### src/verilog/mem_io_defines.svh
`ifndef MEM_IO_DEFINES_SVH
`define MEM_IO_DEFINES_SVH

// data bus and address space of the 8-bit core
`define MEM_ADDR_BITS 8
`define MEM_DATA_BITS 8

// output ports sit at the top of the address space
`define IO_BASE_ADDR 8'hfc
`define NUM_OUT_PORTS 4

`endif

### src/verilog/mem_io_pkg.sv
`include "mem_io_defines.svh"

package mem_io_pkg;

    // one access from the bus slave, 18 bits
    typedef struct packed {
        logic                      valid;
        logic                      we;
        logic [`MEM_ADDR_BITS-1:0] addr;
        logic [`MEM_DATA_BITS-1:0] wdata;
    } mem_req_t;

    // access to the output-port bank, 12 bits
    typedef struct packed {
        logic                               valid;
        logic                               we;
        logic [$clog2(`NUM_OUT_PORTS)-1:0]  idx;
        logic [`MEM_DATA_BITS-1:0]          data;
    } port_req_t;

    // port values plus one write strobe each, 36 bits
    typedef struct packed {
        logic [`NUM_OUT_PORTS-1:0][`MEM_DATA_BITS-1:0] value;
        logic [`NUM_OUT_PORTS-1:0]                     strobe;
    } out_ports_t;

endpackage

### src/verilog/data_ram.sv
`timescale 1ns/1ps
`include "mem_io_defines.svh"

module data_ram (
    input  logic                      clk,
    input  logic                      en,
    input  logic                      we,
    input  logic [`MEM_ADDR_BITS-1:0] addr,
    input  logic [`MEM_DATA_BITS-1:0] wdata,
    output logic [`MEM_DATA_BITS-1:0] rdata
);

    localparam int DEPTH = 2 ** `MEM_ADDR_BITS;

    logic [`MEM_DATA_BITS-1:0] mem [DEPTH];

    // single port, write or registered read
    always_ff @(posedge clk) begin
        if (en) begin
            if (we) begin
                mem[addr] <= wdata;
            end else begin
                rdata <= mem[addr]; // holds until next read
            end
        end
    end

endmodule

### src/verilog/out_port_bank.sv
`timescale 1ns/1ps
`include "mem_io_defines.svh"

module out_port_bank (
    input  logic                      clk,
    input  logic                      reset,
    input  mem_io_pkg::port_req_t     port_req,
    output logic [`MEM_DATA_BITS-1:0] port_rdata,
    output mem_io_pkg::out_ports_t    ports
);
    import mem_io_pkg::*;

    out_ports_t ports_q;

    assign ports = ports_q;

    always_ff @(posedge clk) begin
        if (reset) begin
            ports_q.value  <= '0;
            ports_q.strobe <= '0;
        end else begin
            ports_q.strobe <= '0; // strobes last one cycle
            if (port_req.valid && port_req.we) begin
                ports_q.value[port_req.idx]  <= port_req.data;
                ports_q.strobe[port_req.idx] <= 1'b1;
            end
        end
    end

    // read back, same latency as the ram
    always_ff @(posedge clk) begin
        if (port_req.valid && !port_req.we) begin
            port_rdata <= ports_q.value[port_req.idx];
        end
    end

endmodule

### src/verilog/memory_io_mux.sv
`timescale 1ns/1ps
`include "mem_io_defines.svh"

module memory_io_mux (
    input  logic                      clk,
    input  logic                      reset,
    input  mem_io_pkg::mem_req_t      req,
    output logic [`MEM_DATA_BITS-1:0] rd_data,

    output logic                      ram_en,
    output logic                      ram_we,
    output logic [`MEM_ADDR_BITS-1:0] ram_addr,
    output logic [`MEM_DATA_BITS-1:0] ram_wdata,
    input  logic [`MEM_DATA_BITS-1:0] ram_rdata,

    output mem_io_pkg::port_req_t     port_req,
    input  logic [`MEM_DATA_BITS-1:0] port_rdata
);
    import mem_io_pkg::*;

    localparam int SEL_BITS = $clog2(`NUM_OUT_PORTS);
    localparam logic [`MEM_ADDR_BITS-1:0] IO_BASE = `IO_BASE_ADDR;

    logic is_port;
    logic sel_port_q; // target of the last request

    // fc..ff share the upper address bits
    assign is_port = (req.addr[`MEM_ADDR_BITS-1:SEL_BITS]
                      == IO_BASE[`MEM_ADDR_BITS-1:SEL_BITS]);

    // ram side, a port access never enables the ram
    assign ram_en    = req.valid && !is_port;
    assign ram_we    = req.we;
    assign ram_addr  = req.addr;
    assign ram_wdata = req.wdata;

    always_comb begin
        port_req = port_req_t'{
            valid: req.valid && is_port,
            we:    req.we,
            idx:   req.addr[SEL_BITS-1:0],
            data:  req.wdata
        };
    end

    always_ff @(posedge clk) begin
        if (reset) begin
            sel_port_q <= 1'b0;
        end else if (req.valid) begin
            sel_port_q <= is_port;
        end
    end

    // both targets return data one cycle after the request
    assign rd_data = sel_port_q ? port_rdata : ram_rdata;

endmodule

### src/verilog/wb_mem_slave.sv
`timescale 1ns/1ps
`include "mem_io_defines.svh"

module wb_mem_slave (
    input  logic                      clk,
    input  logic                      reset,
    input  logic                      cyc,
    input  logic                      stb,
    input  logic                      we,
    input  logic [`MEM_ADDR_BITS-1:0] adr,
    input  logic [`MEM_DATA_BITS-1:0] dat_w,
    output logic [`MEM_DATA_BITS-1:0] dat_r,
    output logic                      ack,
    output mem_io_pkg::mem_req_t      req,
    input  logic [`MEM_DATA_BITS-1:0] rd_data
);
    import mem_io_pkg::*;

    typedef enum logic [1:0] {
        S_IDLE,
        S_WAIT,
        S_ACK
    } state_t;

    localparam int WAIT_CYCLES = 2; // request edge to ack

    state_t   state;
    logic [1:0] wait_cnt;
    mem_req_t req_q;

    assign req = req_q;
    assign ack = (state == S_ACK);

    always_ff @(posedge clk) begin
        if (reset) begin
            state       <= S_IDLE;
            wait_cnt    <= '0;
            req_q.valid <= 1'b0;
        end else begin
            req_q.valid <= 1'b0; // one cycle pulse per bus cycle
            case (state)
                S_IDLE: begin
                    if (cyc && stb) begin
                        req_q.valid <= 1'b1;
                        req_q.we    <= we;
                        req_q.addr  <= adr;
                        req_q.wdata <= dat_w;
                        wait_cnt    <= '0;
                        state       <= S_WAIT;
                    end
                end
                S_WAIT: begin
                    if (wait_cnt == 2'(WAIT_CYCLES - 1)) begin
                        dat_r <= rd_data; // read data is valid one cycle after req
                        state <= S_ACK;
                    end else begin
                        wait_cnt <= wait_cnt + 2'd1;
                    end
                end
                S_ACK: begin
                    // master still holds stb on this edge, ignore it
                    state <= S_IDLE;
                end
                default: state <= S_IDLE;
            endcase
        end
    end

endmodule

### src/verilog/mem_io_top.sv
`timescale 1ns/1ps
`include "mem_io_defines.svh"

module mem_io_top (
    input  logic                      clk,
    input  logic                      reset,
    input  logic                      cyc,
    input  logic                      stb,
    input  logic                      we,
    input  logic [`MEM_ADDR_BITS-1:0] adr,
    input  logic [`MEM_DATA_BITS-1:0] dat_w,
    output logic [`MEM_DATA_BITS-1:0] dat_r,
    output logic                      ack,
    output mem_io_pkg::out_ports_t    ports
);
    import mem_io_pkg::*;

    mem_req_t  req;
    port_req_t port_req;

    logic [`MEM_DATA_BITS-1:0] rd_data;
    logic [`MEM_DATA_BITS-1:0] port_rdata;

    logic                      ram_en;
    logic                      ram_we;
    logic [`MEM_ADDR_BITS-1:0] ram_addr;
    logic [`MEM_DATA_BITS-1:0] ram_wdata;
    logic [`MEM_DATA_BITS-1:0] ram_rdata;

    wb_mem_slave u_slave (
        .clk     (clk),
        .reset   (reset),
        .cyc     (cyc),
        .stb     (stb),
        .we      (we),
        .adr     (adr),
        .dat_w   (dat_w),
        .dat_r   (dat_r),
        .ack     (ack),
        .req     (req),
        .rd_data (rd_data)
    );

    memory_io_mux u_mux (
        .clk        (clk),
        .reset      (reset),
        .req        (req),
        .rd_data    (rd_data),
        .ram_en     (ram_en),
        .ram_we     (ram_we),
        .ram_addr   (ram_addr),
        .ram_wdata  (ram_wdata),
        .ram_rdata  (ram_rdata),
        .port_req   (port_req),
        .port_rdata (port_rdata)
    );

    data_ram u_ram (
        .clk   (clk),
        .en    (ram_en),
        .we    (ram_we),
        .addr  (ram_addr),
        .wdata (ram_wdata),
        .rdata (ram_rdata)
    );

    out_port_bank u_ports (
        .clk        (clk),
        .reset      (reset),
        .port_req   (port_req),
        .port_rdata (port_rdata),
        .ports      (ports)
    );

endmodule

### config.mk
export PLATFORM = sky130hd
export DESIGN_NAME = mem_io_top
export DESIGN_NICKNAME = d
export VERILOG_FILES = /design/src/verilog/mem_io_pkg.sv /design/src/verilog/data_ram.sv /design/src/verilog/out_port_bank.sv /design/src/verilog/memory_io_mux.sv /design/src/verilog/wb_mem_slave.sv /design/src/verilog/mem_io_top.sv
export VERILOG_INCLUDE_DIRS = /design/src /design/src/verilog
export SDC_FILE = /design/constraint.sdc
export NUM_CORES = 2
export LEC_CHECK = 0
export ABC_AREA = 1
export BUFFER_PORTS_ARGS = -buffer_cell sky130_fd_sc_hd__buf_2
export CORE_MARGIN = 2
export CORE_UTILIZATION = 55
export CTS_CLUSTER_SIZE = 16
export DETAILED_ROUTE_END_ITERATION = 10
export MAX_ROUTING_LAYER = met4
export PLACE_DENSITY = 0.71
export SYNTH_ARGS = -nofsm -noshare
export SYNTH_HDL_FRONTEND = slang
export SYNTH_HIERARCHICAL = 1
export SYNTH_SLANG_ARGS = --single-unit
### constraint.sdc
create_clock -name clk -period 3.5 [get_ports clk]
set_clock_uncertainty 0.2 [all_clocks]
set_input_delay 0.7 -clock clk [delete_from_list [all_inputs] [get_ports clk]]
set_output_delay 0.7 -clock clk [all_outputs]
set_load 0.01 [all_outputs]
==> Yosys cells after proc, flatten, opt, wreduce, memory -nomap -nowiden <==
Memories as Yosys holds them, arrays and structs flattened. A register that Yosys moved wholly into a read port is not among the register bits.
Cells that the tools add are included.
{ "word_totals": {"input_bits": 21, "rom_bits": 0, "latch_bits": 0, "mem_bits_rw": 2048, "wordCells": 64, "ff_bits": 75, "output_inout_bits": 45, "mem_count": 1} }
{ "mem_list": {"columns": ["memory", "depth", "width", "read_ports", "rd_clocked_by_memory_dff", "write_ports", "line_no", "rtl"], "rows": [
  ["u_ram.mem", 256, 8, 1, 1, 1, "data_ram.sv:15", "logic [`MEM_DATA_BITS-1:0] mem [DEPTH];"]
]} }
{ "op_classes": {"reduce_logical": 17, "multipliers": 0, "addsub": 1, "n_shift": 0, "bitwise_logic": 4, "eq_ne": 7, "div_mod_pow": 0, "magnitude_cmp": 2, "muxes": 18} }
{ "op_table": {"columns": ["operator", "n"], "rows": [
  ["32-bit bitwise mux", 1],
  ["8-bit 2-to-1 mux", 3],
  ["18-bit 2-to-1 mux", 1],
  ["8-bit binary-select mux with 2-bit select", 1],
  ["8-bit demux with 2-bit select", 1],
  ["3-bit AND reduction", 3],
  ["2-bit 2-to-1 mux", 4],
  ["2-bit one-hot mux with 2 select lines", 2],
  ["6-bit equality test (second input constant)", 1],
  ["1-bit logical AND", 6],
  ["2-bit by 1-bit equality test with 1-bit output (second input constant)", 2],
  ["1-bit 2-to-1 mux", 4],
  ["2-bit by 1-bit != test with 1-bit output (second input constant)", 2],
  ["1-bit inverter", 4],
  ["2-bit AND reduction", 2],
  ["2-bit OR reduction", 2],
  ["2-bit by 3-bit < comparator with 1-bit output (second input constant)", 1],
  ["2-bit by 1-bit adder with 2-bit output (second input constant)", 1],
  ["1-bit demux with 2-bit select", 1],
  ["2-bit equality test (second input constant)", 1],
  ["2-bit by 1-bit >= comparator with 1-bit output (second input constant)", 1],
  ["1-bit logical NOT", 2],
  ["2-bit logical NOT", 1],
  ["2-bit != test (second input constant)", 1],
  ["2-bit nonzero test", 1]
]} }

==> Depth between registers and ports, before layout <==
{ "depth": {"ltp_word": 5, "ltp_mapped": 18, "depth_no_buf": 13} }

==> Cells and area by module <==
Netlist, hierarchy kept.
{ "by_module_without_submodules": {"columns": ["module", "cells_each", "area_each_um2", "seq_area_each_um2", "instances"], "rows": [
  ["data_ram", 7960, 84835.1, 61739.2, 1],
  ["out_port_bank", 252, 1864.3, 960.9, 1],
  ["wb_mem_slave", 60, 988.4, 850.8, 1],
  ["memory_io_mux", 49, 409.1, 20.0, 1]
]} }

==> Worst setup path before layout <==
OpenSTA, ideal clock, no wires.
{ "synth_timing": {"path_kind": "reg2reg", "startpoint": "reg, netlist name u_slave/req[10]", "endpoint": "mem u_ram/mem[105][0] in the netlist's numbering (enable)", "n_path_buf": 4, "setup_time_ps": 370, "period_less_slack_ps": 2570, "slack_ps": 930, "arrival_time_ps": 2000, "stages_incl_launch_ff": 10, "required_ps": 2930, "path_cell_list": "edfxtp_1 -> buf_4 -> inv_1 -> nand2_1 -> clkinv_1 -> clkbuf_1 -> buf_2 -> nand4_1 -> clkbuf_1 -> nor2_1"} }
{ "synth_via": {"elab_chain_cells": 5} }
{ "synth_lines": {"columns": ["item", "line_no", "rtl"], "rows": [
  ["6-bit equality test", "memory_io_mux.sv:28", "assign is_port = (req.addr[`MEM_ADDR_BITS-1:SEL_BITS]"],
  ["1-bit logical NOT", "memory_io_mux.sv:32", "assign ram_en = req.valid && !is_port;"],
  ["1-bit logical AND", "memory_io_mux.sv:32", null],
  ["1-bit 2-to-1 mux", "data_ram.sv:19", "if (en) begin"],
  ["1-bit 2-to-1 mux (not written as such)", "data_ram.sv:21", "mem[addr] <= wdata;"],
  ["end, declared", "data_ram.sv:15", null]
]} }
Several ways; a longest one is shown, not always the timed one.

==> qor.txt <==
status = completed
syn avg cell area = 10.6 um2
drt first pass iters = 6
clk_lat worst skew = 870 ps
Primary FF master, synth = edfxtp_1
Final ANT Viol Nets = 0
Max-slew headroom = 23.3%
setup slack, reg-to-reg = 10 ps
Worst setup EP type = register
clock buffer count from CTS = 205
number of synthesized flops with an enable pin = 2,089
H-tree levels = 4
Area contributors post-synth = edfxtp_1 71%, nand2_1 20%, nor2_1 1.8%
worst hold margin = 74.6 ps
Worst R2R Start = u_slave/req[9]$_DFFE_PP_
routability cong. = 0.927
Final Critical Period = 3490 ps
most frequent cell after synthesis = nand2_1
Cell Count, Final, Fillers Out = 10,900
Overflow after GRT = 0
proportion of layout cells with a drive suffix above 1 = 10.3%
Inst Count DP = 10,500
WS Path Type = register to register
WL final = 234,000 um
number of max-cap violations = 0
area grow syn2layout = 14.2%
Fmax achieved = 0.287 GHz
data required time of the worst path = 3910 ps
Initial Utilization = 55.5%
Synth Area in Compound Gates = 0.764%
Row Count = 146
Via density = 5.61
sequential fraction of the synthesis area = 72.2%
Synth Cell Area = 88,100 um2
synth warn = 6
start point of the critical path = u_slave/req[9]$_DFFE_PP_
HP Start = stb
DR DRC count = 0
TritonCTS clock tree = built
post-synth top area share = 71.2%
share of synthesized flip-flops with an asynchronous set or reset = 0%
reg2reg end = u_ram/rdata[2]$_DFFE_PP_
largest net degree at the start of global routing = 146
root buffer cell = clkbuf_16
VDD IR max = 0.000408 V
Port Buf Inserts = 65
largest area contributor in the netlist = edfxtp_1
arrival time worst endpoint = 3900 ps
Post-Route Utilization = 63.4%
Core Box Area = 159,000 um2
I/O pin count = 66
Final Slew Violations = 0
hold endpoint = u_slave/wait_cnt[1]$_SDFFE_PP0P_
post-synthesis xor/xnor area fraction = 0%
final HPWL from detailed placement = 139,000 um
register area = 63,600 um2
Pwr per Cell Area = 510 nW/um2
Horiz. Die Dim = 404 um
Syn Nets = 8,343
post-synthesis mux area share = 0.136%
Fin. Hold Viols = 0
final setup vio count = 0
Syn Inst Count = 8,321
Synth Register Bits = 2,131
hold path depth = 5
# clock sinks = 2,131
crit path max fanout = 111
FILL cells = 11,800
simple-gate share of the synthesized area = 24.2%
Layout Nets = 8,692
Clock Tree Buf Depth = 3
CTS clk-pin slew, worst paths = 60 ps
full die area = 163,000 um2
Adder-Cell Fraction of Synth Area = 0.0142%
RSZ-0062 raised after global routing = no
Leak = 40.6 nW
min setup slack post-route = 11.1 ps
commonest cells in the netlist = 4,778 x nand2_1, 2,089 x edfxtp_1, 420 x nor2_1, 286 x nand3_1, 218 x buf_2
GRT Total Usage = 29.6%
Die H = 404 um
antenna violations before repair = 6
startpoint types = register
post-synth cell types = 24
initial DRC count = 8,115
Via Count = 61,200
worst min path class = input pin to register
Wirelength per Cell = 21.4 um
vias in the first global route = 58,600
first-pass GRT wire length = 353,000 um
footprint of the multi-input gates = 22,300 um2
worst slack at placement = -156 ps
worst slew pin tran = 1150 ps
setup_tns = 0 ps
period utilization = 99.7%
combinational family with the most area after synthesis = simple AND/OR/NAND/NOR gates
R2R depth = 14
area by class of cell:
type,instances,share of cell area (%)
sequential,2131,63.2
multi-input combinational,5689,22.1
clock buffer,257,5.34
timing repair buffer,604,5.34
tap,2072,2.58
clock inverter,128,1.27
inverter,39,0.175
antenna,4,0.00995
registers in the layout, indices dropped and copies added, names as in the netlist:
register and flops:
u_mux/sel_port_q 1, u_ports/port_rdata 8, u_ports/ports 36, u_ram/mem 2048, u_ram/rdata 8, u_slave/dat_r 8, u_slave/req 18, u_slave/state 2
u_slave/wait_cnt 2
layout by cell type, fill, tap and decap left out, drive strengths merged, types with 4 or more instances in the layout:
cell         instances
nand2             4781
edfxtp            2089
buf                583
nor2               427
nand3              286
clkbuf             257
o21ai              128
clkinv              96
nand4               48
inv                 46
dfxtp               42
dlygate4sd3         21
bufinv              19
mux2                 8
clkinvlp             6
a21oi                5
diode                4
nor3                 4
routing by layer:
layer	share of wire, %	wire, um	vias up	global-route usage (%)
met5	0	0	-	-
met4	3.7	8610	0	10.9
met3	10	23900	495	4.59
met2	47	110000	3279	46.2
met1	39	91600	29400	39.5
li1	-	-	28100	-
critical path: stages (launching register included):
cell,delay [ps]
edfxtp_1,470
buf_12,240
clkinv_8,260
buf_12,290
nand2_1,210
nand3_1,80
nand2_1,70
nand2_1,50
o21ai_1,260
nand2_1,250
nor2_1,310
nor2_1,90
nor2_1,90
buf_4,100
nand2_1,40
what timing repair did:
item | in CTS | in global routing
hold endpoints to repair | 24 | 0
gates resized for setup | 4 | 4
endpoints found under the setup margin | 4 | 8
setup buffers | 0 | 2
hold buffers | 21 | 0
power breakdown:
group / internal, W / switching (W) / total [W] / leakage [nW]
combinational: 0.000417 / 0.00117 / 0.00158 / 18.2
sequential: 0.0278 / 0.0000337 / 0.0278 / 19.1
clock: 0.0124 / 0.00953 / 0.0219 / 3.24
total: 0.0406 / 0.0107 / 0.0513 / 40.6
cell families (layout without fill, tap and decap cells):
kind of cell | after synthesis | after routing
and+or+nand+nor | 5546 | 5546
DFF | 2131 | 2131
buffers and inverters | 501 | 1028
AOI/OAI and AO/OA | 134 | 134
muxes | 8 | 8
adders and majority gates | 1 | 1
other | 0 | 4
how the worst max path moves through the flow:
stage                                  end  slack, ps  cells past startpoint
2_1_floorplan  u_ram/mem[105][0]$_DFFE_PP_        930                      9
3_3_place_gp      u_ram/rdata[4]$_DFFE_PP_       -160                     15
3_5_place_dp      u_ram/rdata[1]$_DFFE_PP_       -160                     14
4_1_cts           u_ram/rdata[1]$_DFFE_PP_         10                     14
5_1_grt           u_ram/rdata[3]$_DFFE_PP_          2                     15
6_report          u_ram/rdata[2]$_DFFE_PP_         10                     14
through the flow:
stage | cell area [um2] | power [W]
after global routing | 101000 | 0.0526
after floorplan | 88100 | 0.0293
after CTS | 101000 | 0.0515
after global placement | 93700 | 0.0299
after detailed placement | 93700 | 0.0299
final | 101000 | 0.0513
Power figures use the tool's default switching activity.
